==> src/mips_isa_pkg.sv <==
`default_nettype none

package mips_isa_pkg;

    typedef logic [31:0] word_t;
    typedef logic [4:0]  reg_idx_t;
    typedef logic [4:0]  shamt_t;

    // Link register written by JAL and the AL branches.
    localparam reg_idx_t REG_RA = 5'd31;

    // ~~~~~~~~~~~~~~~~~~~~
    // Encodings
    // ~~~~~~~~~~~~~~~~~~~~

    typedef enum logic [5:0] {
        OP_RTYPE  = 6'h00, OP_REGIMM = 6'h01, OP_J     = 6'h02, OP_JAL   = 6'h03,
        OP_BEQ    = 6'h04, OP_BNE    = 6'h05, OP_BLEZ  = 6'h06, OP_BGTZ  = 6'h07,
        OP_ADDI   = 6'h08, OP_ADDIU  = 6'h09, OP_SLTI  = 6'h0a, OP_SLTIU = 6'h0b,
        OP_ANDI   = 6'h0c, OP_ORI    = 6'h0d, OP_XORI  = 6'h0e, OP_LUI   = 6'h0f,
        OP_BEQL   = 6'h14, OP_BNEL   = 6'h15, OP_BLEZL = 6'h16, OP_BGTZL = 6'h17,
        OP_LW     = 6'h23, OP_SW     = 6'h2b
    } opcode_e;

    // SPECIAL function codes.
    typedef enum logic [5:0] {
        FN_SLL  = 6'h00, FN_SRL  = 6'h02, FN_SRA = 6'h03,
        FN_JR   = 6'h08, FN_JALR = 6'h09,
        FN_ADD  = 6'h20, FN_ADDU = 6'h21, FN_SUB = 6'h22, FN_SUBU = 6'h23,
        FN_AND  = 6'h24, FN_OR   = 6'h25, FN_XOR = 6'h26, FN_NOR  = 6'h27,
        FN_SLT  = 6'h2a, FN_SLTU = 6'h2b
    } funct_e;

    // REGIMM codes live in the rt field.
    typedef enum logic [4:0] {
        RI_BLTZ   = 5'h00,
        RI_BGEZ   = 5'h01,
        RI_BLTZAL = 5'h10,
        RI_BGEZAL = 5'h11
    } regimm_e;

    // R-type view of an instruction word that also covers I and J words by bit range.
    typedef struct packed {
        opcode_e  opcode;
        reg_idx_t rs;
        reg_idx_t rt;
        reg_idx_t rd;
        shamt_t   shamt;
        funct_e   funct;
    } instr_fields_t;

endpackage

`default_nettype wire
==> src/ctrl_pkg.sv <==
`default_nettype none

package ctrl_pkg;

    // ~~~~~~~~~~~~~~~~~~~~
    // Selectors
    // ~~~~~~~~~~~~~~~~~~~~

    typedef enum logic [3:0] {
        ALU_ADD, ALU_SUB, ALU_AND, ALU_OR, ALU_XOR, ALU_NOR,
        ALU_SLL, ALU_SRL, ALU_SRA, ALU_LUI,
        ALU_NCARE = 4'hf
    } alu_funct_e;

    typedef enum logic [1:0] {SRCA_RS, SRCA_SHAMT, SRCA_NCARE = 2'd3} alu_srca_e;

    typedef enum logic [1:0] {SRCB_RT, SRCB_IMMED, SRCB_NCARE = 2'd3} alu_srcb_e;

    typedef enum logic [1:0] {DEST_RT, DEST_RD, DEST_RA, DEST_NCARE} dest_reg_e;

    typedef enum logic [1:0] {PC_NEXT, PC_BRANCH, PC_JUMP, PC_JREG} pc_src_e;

    typedef enum logic [2:0] {
        FLAG_EQ, FLAG_NE, FLAG_LE, FLAG_GT, FLAG_LT, FLAG_LTU, FLAG_GE, FLAG_NCARE
    } flag_sel_e;

    typedef enum logic [1:0] {
        REG_SRC_ALU, REG_SRC_FLAG, REG_SRC_MEM, REG_SRC_PCADD8
    } reg_src_e;

    // Check the execute stage has to make before committing.
    typedef enum logic [1:0] {EXC_NONE, EXC_OVERFLOW, EXC_RESERVED} exc_chk_e;

    typedef enum logic [1:0] {IMM_SIGN, IMM_ZERO, IMM_UPPER} imm_kind_e;

    // ~~~~~~~~~~~~~~~~~~~~
    // Bundles
    // ~~~~~~~~~~~~~~~~~~~~

    typedef struct packed {
        alu_funct_e alu_funct;
        alu_srca_e  alu_srca;
        alu_srcb_e  alu_srcb;
        dest_reg_e  dest_reg;
        pc_src_e    pc_src;
        flag_sel_e  flag_sel;
        reg_src_e   reg_src;
        exc_chk_e   exc_chk;
        logic       mem_read;
        logic       mem_write;
        logic       write_reg;
        logic       likely;
    } control_t;

    // Word every decoder starts from.
    localparam control_t CTL_DEFAULT = '{
        alu_funct: ALU_NCARE,
        alu_srca:  SRCA_NCARE,
        alu_srcb:  SRCB_NCARE,
        dest_reg:  DEST_NCARE,
        pc_src:    PC_NEXT,
        flag_sel:  FLAG_NCARE,
        reg_src:   REG_SRC_ALU,
        exc_chk:   EXC_NONE,
        mem_read:  1'b0,
        mem_write: 1'b0,
        write_reg: 1'b0,
        likely:    1'b0
    };

    typedef struct packed {
        control_t              ctl;
        mips_isa_pkg::reg_idx_t rs;
        mips_isa_pkg::reg_idx_t rt;
        mips_isa_pkg::reg_idx_t dst;
        mips_isa_pkg::shamt_t  shamt;
        mips_isa_pkg::word_t   imm;
        mips_isa_pkg::word_t   branch_target;
        mips_isa_pkg::word_t   jump_target;
        mips_isa_pkg::word_t   pc;
    } decoded_t;

endpackage

`default_nettype wire

==> src/decode_stage.sv <==
`default_nettype none

module decode_stage (
    input  logic                clk,
    input  logic                arst_n,
    input  logic                in_valid,
    output logic                in_ready,
    input  mips_isa_pkg::word_t in_instr,
    input  mips_isa_pkg::word_t in_pc,
    output logic                out_valid,
    input  logic                out_ready,
    output ctrl_pkg::decoded_t  out_bundle
);
    import mips_isa_pkg::*;
    import ctrl_pkg::*;

    instr_fields_t fields;
    control_t      ctl;
    imm_kind_e     imm_kind;
    word_t         imm;
    word_t         branch_target;
    word_t         jump_target;
    reg_idx_t      dst;

    assign fields = instr_fields_t'(in_instr);

    main_decoder main_decoder_i (
        .instruction (in_instr),
        .ctl         (ctl),
        .imm_kind    (imm_kind)
    );

    operand_extender operand_extender_i (
        .instruction   (in_instr),
        .pc            (in_pc),
        .imm_kind      (imm_kind),
        .imm           (imm),
        .branch_target (branch_target),
        .jump_target   (jump_target)
    );

    always_comb begin
        case (ctl.dest_reg)
            DEST_RT: dst = fields.rt;
            DEST_RD: dst = fields.rd;
            DEST_RA: dst = REG_RA;
            default: dst = '0;
        endcase
    end

    // ~~~~~~~~~~~~~~~~~~~~
    // Output register
    // ~~~~~~~~~~~~~~~~~~~~

    // Accept when empty or when the held bundle leaves this cycle.
    assign in_ready = !out_valid || out_ready;

    always_ff @(posedge clk or negedge arst_n) begin
        if (!arst_n)
            out_valid <= 1'b0;
        else if (in_ready)
            out_valid <= in_valid;
    end

    always_ff @(posedge clk) begin
        if (in_valid && in_ready) begin
            out_bundle <= '{ctl: ctl, rs: fields.rs, rt: fields.rt, dst: dst,
                            shamt: fields.shamt, imm: imm,
                            branch_target: branch_target, jump_target: jump_target,
                            pc: in_pc};
        end
    end

endmodule

`default_nettype wire

==> src/operand_extender.sv <==
`default_nettype none

module operand_extender (
    input  mips_isa_pkg::word_t instruction,
    input  mips_isa_pkg::word_t pc,
    input  ctrl_pkg::imm_kind_e imm_kind,
    output mips_isa_pkg::word_t imm,
    output mips_isa_pkg::word_t branch_target,
    output mips_isa_pkg::word_t jump_target
);
    import mips_isa_pkg::*;
    import ctrl_pkg::*;

    word_t sign_imm;
    word_t pc_plus4;

    assign sign_imm = {{16{instruction[15]}}, instruction[15:0]};
    assign pc_plus4 = pc + 32'd4;

    always_comb begin
        case (imm_kind)
            IMM_ZERO:  imm = {16'h0000, instruction[15:0]};
            IMM_UPPER: imm = {instruction[15:0], 16'h0000};
            default:   imm = sign_imm;
        endcase
    end

    // Offsets count words from the delay slot.
    assign branch_target = pc_plus4 + {sign_imm[29:0], 2'b00};
    assign jump_target   = {pc_plus4[31:28], instruction[25:0], 2'b00};

endmodule

`default_nettype wire

==> src/main_decoder.sv <==
`default_nettype none

module main_decoder (
    input  mips_isa_pkg::word_t  instruction,
    output ctrl_pkg::control_t   ctl,
    output ctrl_pkg::imm_kind_e  imm_kind
);
    import mips_isa_pkg::*;
    import ctrl_pkg::*;

    instr_fields_t fields;
    control_t      rtype_ctl;
    control_t      regimm_ctl;

    assign fields = instr_fields_t'(instruction);

    rtype_decoder rtype_decoder_i (
        .instruction (instruction),
        .ctl         (rtype_ctl)
    );

    regimm_decoder regimm_decoder_i (
        .instruction (instruction),
        .ctl         (regimm_ctl)
    );

    always_comb begin
        ctl      = CTL_DEFAULT;
        imm_kind = IMM_SIGN;
        case (fields.opcode)
            OP_RTYPE:  ctl = rtype_ctl;
            OP_REGIMM: ctl = regimm_ctl;

            OP_J, OP_JAL: begin
                ctl.pc_src = PC_JUMP;
                if (fields.opcode == OP_JAL) begin
                    ctl.dest_reg  = DEST_RA;
                    ctl.reg_src   = REG_SRC_PCADD8;
                    ctl.write_reg = 1'b1;
                end
            end

            // ~~~~~~~~~~~~~~~~~~~~
            // Compare branches
            // ~~~~~~~~~~~~~~~~~~~~
            OP_BEQ, OP_BNE, OP_BLEZ, OP_BGTZ,
            OP_BEQL, OP_BNEL, OP_BLEZL, OP_BGTZL: begin
                ctl.pc_src   = PC_BRANCH;
                ctl.alu_srca = SRCA_RS;
                ctl.alu_srcb = SRCB_RT;
                case (fields.opcode)
                    OP_BEQ, OP_BEQL:   ctl.flag_sel = FLAG_EQ;
                    OP_BNE, OP_BNEL:   ctl.flag_sel = FLAG_NE;
                    OP_BLEZ, OP_BLEZL: ctl.flag_sel = FLAG_LE;
                    default:           ctl.flag_sel = FLAG_GT;
                endcase
                // The likely forms sit sixteen codes above the plain ones.
                ctl.likely = fields.opcode[4];
            end

            // ~~~~~~~~~~~~~~~~~~~~
            // Immediate ALU ops
            // ~~~~~~~~~~~~~~~~~~~~
            OP_ADDI, OP_ADDIU, OP_SLTI, OP_SLTIU,
            OP_ANDI, OP_ORI, OP_XORI, OP_LUI: begin
                ctl.alu_srca  = SRCA_RS;
                ctl.alu_srcb  = SRCB_IMMED;
                ctl.dest_reg  = DEST_RT;
                ctl.write_reg = 1'b1;
                case (fields.opcode)
                    OP_ADDI, OP_ADDIU: begin
                        ctl.alu_funct = ALU_ADD;
                        if (fields.opcode == OP_ADDI)
                            ctl.exc_chk = EXC_OVERFLOW;
                    end
                    OP_SLTI, OP_SLTIU: begin
                        ctl.alu_funct = ALU_SUB;
                        ctl.reg_src   = REG_SRC_FLAG;
                        ctl.flag_sel  = (fields.opcode == OP_SLTI) ? FLAG_LT : FLAG_LTU;
                    end
                    OP_ANDI: ctl.alu_funct = ALU_AND;
                    OP_ORI:  ctl.alu_funct = ALU_OR;
                    OP_XORI: ctl.alu_funct = ALU_XOR;
                    default: begin
                        ctl.alu_funct = ALU_LUI;
                        ctl.alu_srca  = SRCA_NCARE;
                    end
                endcase
                if (fields.opcode inside {OP_ANDI, OP_ORI, OP_XORI})
                    imm_kind = IMM_ZERO;
                else if (fields.opcode == OP_LUI)
                    imm_kind = IMM_UPPER;
            end

            OP_LW, OP_SW: begin
                ctl.alu_funct = ALU_ADD;
                ctl.alu_srca  = SRCA_RS;
                ctl.alu_srcb  = SRCB_IMMED;
                if (fields.opcode == OP_LW) begin
                    ctl.mem_read  = 1'b1;
                    ctl.reg_src   = REG_SRC_MEM;
                    ctl.dest_reg  = DEST_RT;
                    ctl.write_reg = 1'b1;
                end else begin
                    ctl.mem_write = 1'b1;
                end
            end

            default:
                ctl.exc_chk = EXC_RESERVED;
        endcase
    end

endmodule

`default_nettype wire

==> src/regimm_decoder.sv <==
`default_nettype none

module regimm_decoder (
    input  mips_isa_pkg::word_t instruction,
    output ctrl_pkg::control_t  ctl
);
    import mips_isa_pkg::*;
    import ctrl_pkg::*;

    instr_fields_t fields;
    regimm_e       code;

    assign fields = instr_fields_t'(instruction);
    assign code   = regimm_e'(fields.rt);

    // Branches compare rs against zero.
    always_comb begin
        ctl = CTL_DEFAULT;
        case (code)
            RI_BLTZ, RI_BGEZ, RI_BLTZAL, RI_BGEZAL: begin
                ctl.pc_src   = PC_BRANCH;
                ctl.alu_srca = SRCA_RS;
                if (code == RI_BLTZ || code == RI_BLTZAL)
                    ctl.flag_sel = FLAG_LT;
                else
                    ctl.flag_sel = FLAG_GE;
                if (code == RI_BLTZAL || code == RI_BGEZAL) begin
                    ctl.dest_reg  = DEST_RA;
                    ctl.reg_src   = REG_SRC_PCADD8;
                    ctl.write_reg = 1'b1;
                end
            end

            default:
                ctl.exc_chk = EXC_RESERVED;
        endcase
    end

endmodule

`default_nettype wire

==> src/rtype_decoder.sv <==
`default_nettype none

module rtype_decoder (
    input  mips_isa_pkg::word_t instruction,
    output ctrl_pkg::control_t  ctl
);
    import mips_isa_pkg::*;
    import ctrl_pkg::*;

    instr_fields_t fields;

    assign fields = instr_fields_t'(instruction);

    always_comb begin
        ctl = CTL_DEFAULT;
        case (fields.funct)
            FN_SLL, FN_SRL, FN_SRA: begin
                ctl.alu_srca  = SRCA_SHAMT;
                ctl.alu_srcb  = SRCB_RT;
                ctl.dest_reg  = DEST_RD;
                ctl.write_reg = 1'b1;
                case (fields.funct)
                    FN_SLL:  ctl.alu_funct = ALU_SLL;
                    FN_SRL:  ctl.alu_funct = ALU_SRL;
                    default: ctl.alu_funct = ALU_SRA;
                endcase
            end

            FN_ADD, FN_ADDU, FN_SUB, FN_SUBU,
            FN_AND, FN_OR, FN_XOR, FN_NOR,
            FN_SLT, FN_SLTU: begin
                ctl.alu_srca  = SRCA_RS;
                ctl.alu_srcb  = SRCB_RT;
                ctl.dest_reg  = DEST_RD;
                ctl.write_reg = 1'b1;
                case (fields.funct)
                    FN_ADD, FN_ADDU: ctl.alu_funct = ALU_ADD;
                    FN_AND:          ctl.alu_funct = ALU_AND;
                    FN_OR:           ctl.alu_funct = ALU_OR;
                    FN_XOR:          ctl.alu_funct = ALU_XOR;
                    FN_NOR:          ctl.alu_funct = ALU_NOR;
                    default:         ctl.alu_funct = ALU_SUB;
                endcase
                if (fields.funct == FN_ADD || fields.funct == FN_SUB)
                    ctl.exc_chk = EXC_OVERFLOW;
                // Set-on-less-than writes the comparison flag.
                if (fields.funct == FN_SLT || fields.funct == FN_SLTU) begin
                    ctl.reg_src  = REG_SRC_FLAG;
                    ctl.flag_sel = (fields.funct == FN_SLT) ? FLAG_LT : FLAG_LTU;
                end
            end

            FN_JR, FN_JALR: begin
                ctl.pc_src   = PC_JREG;
                ctl.alu_srca = SRCA_RS;
                if (fields.funct == FN_JALR) begin
                    ctl.dest_reg  = DEST_RD;
                    ctl.reg_src   = REG_SRC_PCADD8;
                    ctl.write_reg = 1'b1;
                end
            end

            default:
                ctl.exc_chk = EXC_RESERVED;
        endcase
    end

endmodule

`default_nettype wire

==> config.mk <==
export PLATFORM = sky130hd
export DESIGN_NAME = decode_stage
export DESIGN_NICKNAME = d
export VERILOG_FILES = /design/src/mips_isa_pkg.sv /design/src/ctrl_pkg.sv /design/src/decode_stage.sv /design/src/operand_extender.sv /design/src/main_decoder.sv /design/src/regimm_decoder.sv /design/src/rtype_decoder.sv
export SDC_FILE = /design/constraint.sdc
export NUM_CORES = 1
export LEC_CHECK = 0
export BUFFER_PORTS_ARGS = -buffer_cell sky130_fd_sc_hd__buf_2
export CAP_MARGIN = 20
export CORE_UTILIZATION = 50
export CTS_CLUSTER_SIZE = 24
export DETAILED_ROUTE_END_ITERATION = 12
export PLACE_DENSITY = 0.83
export SLEW_MARGIN = 40
export SYNTH_ARGS = -nofsm -noshare
export SYNTH_HDL_FRONTEND = slang
export SYNTH_HIERARCHICAL = 1
export SYNTH_SLANG_ARGS = --single-unit
export TNS_END_PERCENT = 100
==> constraint.sdc <==
create_clock -name clk -period 6.45 [get_ports clk]
set_clock_uncertainty 0.1 [all_clocks]
set_input_delay 0.3225 -clock clk [delete_from_list [all_inputs] [get_ports clk]]
set_output_delay 0.3225 -clock clk [all_outputs]
set_load 0.1 [all_outputs]
=== Word-level counts from Yosys, hierarchy flattened ===
Cells that the tools add are included.

* Reductions and logical operators: 31
* Eq/ne operators: 42
* Add/sub/neg operators: 2
* Multiplexer cells: 52

{| class="wikitable"
|+ Operators with widths
! kind !! number
|-
| $eq 6x6->1 const B || 12
|-
| $pmux 32 s2 || 1
|-
| $eq 6x4->1 const B || 10
|-
| $pmux 4 s5 || 2
|-
| $add 32x3->32 const B || 1
|-
| $add 32x32->32 || 1
|-
| $mux 2 || 15
|-
| $eq 6x2->1 const B || 4
|-
| $eq 6x3->1 const B || 4
|-
| $eq 6x5->1 const B || 4
|-
| $reduce_or 12->1 || 2
|-
| $pmux 2 s5 || 2
|-
| $reduce_or 2->1 || 9
|-
| $pmux 2 s2 || 4
|-
| $pmux 2 s4 || 2
|-
| $pmux 4 s2 || 2
|-
| $reduce_or 8->1 || 2
|-
| $pmux 3 s5 || 1
|-
| $pmux 5 s3 || 1
|-
| $mux 1 || 13
|-
| $reduce_or 13->1 || 1
|-
| $logic_not 6->1 || 2
|-
| $pmux 3 s4 || 1
|-
| $pmux 4 s3 || 1
|-
| other kinds (23) || 30
|}

* Word-level logic and storage cells: 148
* Register bits: 170

=== Longest topological paths before layout ===
Gate-level depths: netlist (run 1).

* Depth in word-level cells: 7
* Gate-level depth with buffers: 15

=== Modules after synthesis ===
The synthesis (run 1) kept the hierarchy.

{| class="wikitable"
|+ By module, submodules not included
! module !! area each (um2) !! sequential area each (um2) !! times used !! cells an instance
|-
| decode_stage || 5,255.0 || 5,159.9 || 1 || 186
|-
| operand_extender || 2,760.1 || 0.0 || 1 || 383
|-
| main_decoder || 743.2 || 0.0 || 1 || 117
|-
| rtype_decoder || 389.1 || 0.0 || 1 || 64
|-
| regimm_decoder || 181.4 || 0.0 || 1 || 25
|}

=== Worst setup path before layout (run 1) ===
OpenSTA, ideal clock, no wires.

* Kind: register -> register
* Start point: register out_valid
* End point: register out_bundle[0] (netlist bit), enable pin
* Data required time: 5.800 ns
* Setup slack: 0.126 ns
* Cell stages (with the launch flop): 3
* Library setup time: 0.550 ns
* Arrival time: 5.673 ns
* Path through: dfrtp_1 > nand2b_1 > and2_1

* Longest elaborated chain between the ends: 3

{| class="wikitable"
|+ Ends and longest elaborated chain
! element !! RTL line !! text
|-
| start, declared || decode_stage.sv:10 || <nowiki>output logic out_valid,</nowiki>
|-
| start signal, assigned || decode_stage.sv:62 || <nowiki>out_valid <= in_valid;</nowiki>
|-
| $logic_not 1->1 || decode_stage.sv:56 || <nowiki>assign in_ready = !out_valid || out_ready;</nowiki>
|-
| $logic_or 1x1->1 || decode_stage.sv:56 ||
|-
| named net in_ready || decode_stage.sv:7 || <nowiki>output logic in_ready,</nowiki>
|-
| $logic_and 1x1->1 || decode_stage.sv:66 || <nowiki>if (in_valid && in_ready) begin</nowiki>
|-
| end signal, assigned || decode_stage.sv:67 || <nowiki>out_bundle <= '{ctl: ctl, rs: fields.rs, rt: fields.rt, dst: dst,</nowiki>
|-
| end, declared || decode_stage.sv:12 || <nowiki>output ctrl_pkg::decoded_t out_bundle</nowiki>
|}

The timed path passes the listed nets, and every way through them passes these cells.
A chain may end at the register's enable or synchronous reset.

=== Final worst setup path (run 1) ===
* Start point: input port in_pc[11]
* End point: register out_bundle[95] (netlist bit) (data pin)

* Longest elaborated chain between the ends: 2

{| class="wikitable"
|+ Ends and longest elaborated chain
! element !! RTL line !! text
|-
| start, declared || decode_stage.sv:9 || <nowiki>input mips_isa_pkg::word_t in_pc,</nowiki>
|-
| $add 32x3->32 || operand_extender.sv:18 || <nowiki>assign pc_plus4 = pc + 32'd4;</nowiki>
|-
| $add 32x32->32 || operand_extender.sv:29 || <nowiki>assign branch_target = pc_plus4 + {sign_imm[29:0], 2'b00};</nowiki>
|-
| named net branch_target[31] || decode_stage.sv:21 || <nowiki>word_t branch_target;</nowiki>
|}

The timed path passes the listed nets, and every way through them passes these cells.

==> results of run 1 <==
cell usage after synthesis, drive strengths merged (6+ instances only):
cell type	number
nand4	10
o21ai	26
nand2b	14
nor4b	8
a31oi	6
edfxtp	171
and2	6
a21oi	48
buf	70
o21bai	11
nand2	43
xnor2	36
xor2	19
nor2	49
a21o	22
a211oi	7
nor3	15
inv	12
ha	39
a221o	10
nor2b	24
nand3	25
a22oi	6
clkbuf	17
sequential cells by signal, summed over array words and instances (netlist names):
| register | flops |
|---|---|
| out_bundle | 171 |
| out_valid | 1 |
stage by stage:
step           setup WS (ps)  instances  util [%]  cell area, sq um  hold WS (ps)
3_3_place_gp            2650       1176      56.9             10300         -3.39
2_1_floorplan            126        790         -              9390         -73.1
4_1_cts                 2580       1216      60.8             11000         0.368
3_5_place_dp            2500       1176      57.0             10300          2.54
6_report                2440       1216      60.9             11000          23.1
5_1_grt                 2250       1216      60.9             11000          7.02
layout make-up:
cell class	count	area, sq um
Timing Repair Buffer	254	1340
Tap cell	229	287
Inverter	12	45.0
Fill cell	1495	7100
Multi-Input combinational cell	519	3610
Sequential cell	172	5160
Clock buffer	19	433
Clock inverter	11	170
critical path: cells and delay by family:
kind | cells | cell delay [ps]
AO/OA/AOI/OAI | 3 | 790
XOR/XNOR | 2 | 290
adder cells (fa/ha/maj) | 1 | 440
buffers and inverters | 2 | 640
AND/OR/NAND/NOR | 8 | 1590
placed cells by master (no fill, tap or decap), drive strengths merged, types with 22 or more instances in the layout:
cell type and count:
buf 244, edfxtp 171, nor2 49, a21oi 48
nand2 43, ha 39, xnor2 36, o21ai 26
nand3 25, nor2b 24, a21o 22
power by group:
part | internal, mW | leakage, nW | switching (mW)
Sequential | 1.33 | 1.63 | 0.0180
Combinational | 0.180 | 2.50 | 0.775
Clock | 0.644 | 0.287 | 0.412
metal layers:
layer  track usage (%)  routed length, um  up-vias
li1                  -                  -     3229
met1              29.8               9610     3293
met2              41.6              11700      266
met3              4.87               1290       36
met4              8.57                498        0
met5                 0                  0        -
logic make-up (layout without fill, tap and decap cells):
| family | Yosys count | after routing | share of synthesized area (%) |
|---|---|---|---|
| AOI/OAI and AO/OA | 182 | 182 | 13.9 |
| xor gates and xnor gates | 55 | 55 | 5.45 |
| adders and majority gates | 40 | 40 | 5.45 |
| buffers and inverters | 99 | 296 | 6.60 |
| DFF | 172 | 172 | 55.3 |
| muxes | 1 | 1 | 0.107 |
| other | 5 | 20 | 0.201 |
| and+or+nand+nor | 221 | 221 | 13.0 |
final timing paths:
kind                                                  end  cells past startpoint
max in group asynchronous           out_valid$_DFFE_PN0P_                      2
worst min-delay path              out_bundle[8]$_DFFE_PP_                      1
worst min register to register      out_valid$_DFFE_PN0P_                      2
worst max register to register  out_bundle[115]$_DFFE_PP_                      3
worst max-delay path             out_bundle[95]$_DFFE_PP_                     16
min in group asynchronous           out_valid$_DFFE_PN0P_                      2
repair_timing:
action | CTS | global route
resized for setup | 0 | 0
buffers inserted | 0 | 0
hold buffers | 10 | 0
hold endpoints to repair | 17 | 0
==> impl_metrics.tcl, run 1 <==
set metrics [dict create \
    status "finished, violations left" \
    violations "DRC" \
    ys_ff_latch 172 \
    drt_iter0_drc 651 \
    core.rowCount 49 \
    drv_slew 0 \
    clk_latency_ps 420 \
    power_density_nw_per_um2 304 \
    ys_warn_count 6 \
    first_pass_iters 10 \
    cpMaxStageDelayCell "dlygate4sd3_1" \
    antenna_found_initial 0 \
    syn_avg_cell_area_sq_um 12.0 \
    tns_ps 0 \
    grt_pass1_wl_um 35100 \
    critPathMaxFanout 8 \
    crit_arrival_ps 4080 \
    crit_type "primary input to flip-flop" \
    netlist_area_sq_um 9330 \
    rsz0062_at_grt "false" \
    place.detailed.hpwl_um 16800 \
    ys_seq_area_share_pct 55.3 \
    worstMarginPinSlew_ps 822 \
    grt_pass1_vias 6371 \
    max-vdd-ir-drop_mv 0.188 \
    endpoint_kind "flip-flop" \
    cts_tree "done" \
    start_util_pct 51.4 \
    port_buffers 240 \
    cellLeakagePower_nw 4.42 \
    synthCells 775 \
    fp.dieH_um 139 \
    num_antenna_cells 0 \
    grt_max_degree 70 \
    cts_buffer_depth 2 \
    gp_routability_congestion 0.950 \
    htreeDepth 4 \
    area_growth_pct 18.4 \
    synth_top_area_share_pct 55.0 \
    synth_edf_count 171 \
    vias 6824 \
    min_period_over_period_pct 62.1 \
    reg2reg_from "out_valid$_DFFE_PN0P_" \
    r2r_setup_slack_ps 4170 \
    grt_overflow 0 \
    min_path_type "primary input to flip-flop" \
    path_clk_slew_ps 70 \
    cp_cell_sequence "dlygate4sd3_1, buf_2, nand3_1, or2_2, nor2_1, and2_1, nand3_1, xnor2_1, ha_1, and2_1, and3_1, nand2_1, a221oi_1, a311o_1, a31oi_1, xnor2_1" \
    io_pins 241 \
    setup_violations 0 \
    async_reset_ff_share_pct 0.581 \
    finalCriticalPeriod_ps 4010 \
    hold_viol 0 \
    drt_wl_total_um 23100 \
    power.total_mw 3.36 \
    critPathMaxStageDelay_ps 520 \
    yosys.area.top_type "edfxtp_1" \
    yosysUniqueCellTypes 82 \
    wl_per_cell_um 19.0 \
    min_from "in_pc[8]" \
    finalNetCount 1084 \
    layout-drive-gt1-share_pct 30.8 \
    die_area_sq_um 19200 \
    start_kind "primary input" \
    cts-root-buf "clkbuf_16" \
    cp.required_ps 6520 \
    max-cap-violations 0 \
    grtUsageTotal_pct 24.0 \
    die_w_um 139 \
    core_area_sq_um 18100 \
    setup.worst_path.start "in_pc[11]" \
    relSlewSlack_pct 45.1 \
    route.detailed.drc 16 \
    cts_made_buffers 17 \
    synth_area_leaders "edfxtp_1, ha_1, buf_4, xnor2_1, a21oi_1" \
    max_freq_ghz 0.250 \
    ys.flop_type "edfxtp_1" \
    via_per_inst 5.61 \
    antenna_left 0 \
    cts_sinks 172 \
]
No activity file was read; power rests on OpenSTA's default activity.
==> run 2: changes to the inputs <==
- clock period: 6.45 -> 3.9 ns (I/O delays scaled with it)
==> run 2 against run 1 <==
  * Count of clock-buffer cells in the layout decreased by 2
  * Worst hold slack got worse by 5.1 ps
  * Global-route usage increased by 0.57 points
  * Via count increased by 3.1%
  * Sequential cell count unchanged
  * The flow still finishes with violations (DRC)
==> impl_metrics.tcl, run 2 (synthesis results as in run 1) <==
set metrics [dict create \
    status "finished, violations left" \
    violations "DRC" \
    power_density_nw_per_um2 485 \
    p_int_mw 3.50 \
    path_depth 16 \
    finalCriticalPeriod_ps 3760 \
    grtUsageTotal_pct 24.6 \
    drv_slew 0 \
    area_growth_pct 23.7 \
    die_w_um 139 \
    first_pass_iters 9 \
    relSlewSlack_pct 46.7 \
    worstMarginPinSlew_ps 800 \
    layout_common_cells "buf_2, edfxtp_1, dlygate4sd3_1, nor2_1" \
    grt_pass1_vias 6787 \
    combPwrFrac_pct 29.0 \
    critPathMaxStageDelay_ps 530 \
    post_cts_buffers 0 \
    worst_hold_slack_ps 18.0 \
    critPathMaxFanout 8 \
    wl_per_cell_um 18.7 \
    p_sw_mw 2.09 \
    min_period_over_period_pct 96.5 \
    core_area_sq_um 18100 \
    setup.worst_path.start "in_pc[5]" \
    cts-root-buf "clkbuf_16" \
    p_sw_share_pct 37.4 \
    gp_routability_congestion 0.954 \
    max_freq_ghz 0.266 \
    reg2reg_from "out_valid$_DFFE_PN0P_" \
    drt_iter0_drc 532 \
    clk_latency_ps 420 \
    route.detailed.drc 15 \
    setup_violations 0 \
    htreeDepth 4 \
    power.total_mw 5.59 \
    grt_overflow 0 \
    max-cap-violations 0 \
    via_per_inst 5.57 \
    port_buffers 240 \
    max-vdd-ir-drop_mv 0.321 \
    cts_tree "done" \
    start_kind "primary input" \
    crit_arrival_ps 3840 \
    endpoint_kind "flip-flop" \
    drt_wl_total_um 23600 \
    cp_num_buf_inv 2 \
    mostFrequentLayoutCell "buf_2" \
    finalNetCount 1129 \
    cpMaxStageDelayCell "dlygate4sd3_1" \
    r2r_setup_slack_ps 1870 \
    cp-endpoint "out_bundle[95]$_DFFE_PP_" \
    place.detailed.hpwl_um 16500 \
    min_path_type "primary input to flip-flop" \
    cts_made_buffers 17 \
    fp.dieH_um 139 \
    path_clk_slew_ps 70 \
    die_area_sq_um 19200 \
    core.rowCount 49 \
    largest_reg_flops 171 \
    crit_type "primary input to flip-flop" \
    grt_max_degree 64 \
    cts_sinks 172 \
    rsz0062_at_grt "true" \
    vias 7037 \
    hold_viol 0 \
    antenna_left 0 \
    io_pins 241 \
    reg2regPathDepth 3 \
    max_flop_register "out_bundle" \
    cellLeakagePower_nw 4.62 \
    antenna_found_initial 0 \
    start_util_pct 51.4 \
    clockPowerShare_pct 31.2 \
    grt_pass1_wl_um 36200 \
    num_antenna_cells 0 \
    cp.required_ps 3980 \
    seqPwrFrac_pct 39.8 \
    cp_cell_sequence "dlygate4sd3_1, buf_2, nand4_1, or2_2, nor2_1, and2_1, nand3_1, xnor2_1, ha_2, nand2_1, o21ai_0, nand2_1, a221oi_2, a311o_1, a31oi_1, xnor2_1" \
    layout-drive-gt1-share_pct 30.9 \
    top_regs "out_bundle: 171 flops, out_valid: 1 flops" \
    r2r_end "out_bundle[168]$_DFFE_PP_" \
    cts_buffer_depth 2 \
    critPathTopFamily "simple AND/OR/NAND/NOR gates" \
]
==> run 2: cell count changes in the layout (fill, tap and decap cells not counted), sizes merged <==
cell	delta
clkinv	-1
dlygate4sd3	+42
bufinv	-2
buf	+3
clkbuf	-2
inv	+7
==> run 2: worst min-delay path by stage <==
| stage | from | to | cells past startpoint |
|---|---|---|---|
| after global routing | in_instr[12] | out_bundle[46]$_DFFE_PP_ | 1 |
| after CTS | in_instr[12] | out_bundle[46]$_DFFE_PP_ | 1 |
| after floorplan | arst_n | out_valid$_DFFE_PN0P_ | 0 |
| final | in_instr[12] | out_bundle[46]$_DFFE_PP_ | 1 |
| after detailed placement | arst_n | out_valid$_DFFE_PN0P_ | 1 |
| after global placement | arst_n | out_valid$_DFFE_PN0P_ | 1 |
==> run 2: routing by layer <==
layer	vias to the layer above	GRT usage, %	part of all wire [%]	routed length (um)
li1	3320	-	-	-
met1	3368	30.6	41	9700
met2	289	41.1	49	11600
met3	60	4.45	5.6	1330
met4	0	12.9	4.1	968
met5	-	0	0	0
==> run 2: stage by stage <==
step / std cells / instance area, sq um / utilization, % / worst slack [ps] / TNS [ps]
global route: 1263 / 11500 / 63.6 / -34.1 / -51.2
finish: 1263 / 11500 / 63.6 / 138 / 0
floorplan: 790 / 9390 / - / 336 / 0
detailed placement: 1179 / 10400 / 57.2 / 132 / 0
CTS: 1263 / 11500 / 63.4 / 27.8 / 0
global placement: 1179 / 10400 / 57.2 / 280 / 0
==> run 2: layout make-up <==
cell class / instances / area [sq um]
sequential: 172 / 5160
inverter: 12 / 45.0
multi-input combinational: 519 / 3640
timing repair buffer: 299 / 1800
fill: 1403 / 6610
clock inverter: 15 / 179
tap: 229 / 287
clock buffer: 17 / 425
==> run 2: power by group through the flow <==
| stage | Sequential [mW] | Combinational (mW) | Clock (mW) |
|---|---|---|---|
| after floorplan | 3.12 | 0.448 | 0 |
| after global placement | 2.26 | 1.55 | 0 |
| after detailed placement | 2.27 | 1.56 | 0 |
| after CTS | 2.23 | 1.61 | 1.77 |
| after global routing | 2.24 | 1.69 | 1.84 |
| final | 2.23 | 1.62 | 1.74 |
==> run 2: timing repair <==
action / CTS / global route
endpoints found under the setup margin: 0 / 9
gates resized for setup: 0 / 9
endpoints found under the hold margin: 66 / 0
hold buffers: 52 / 0
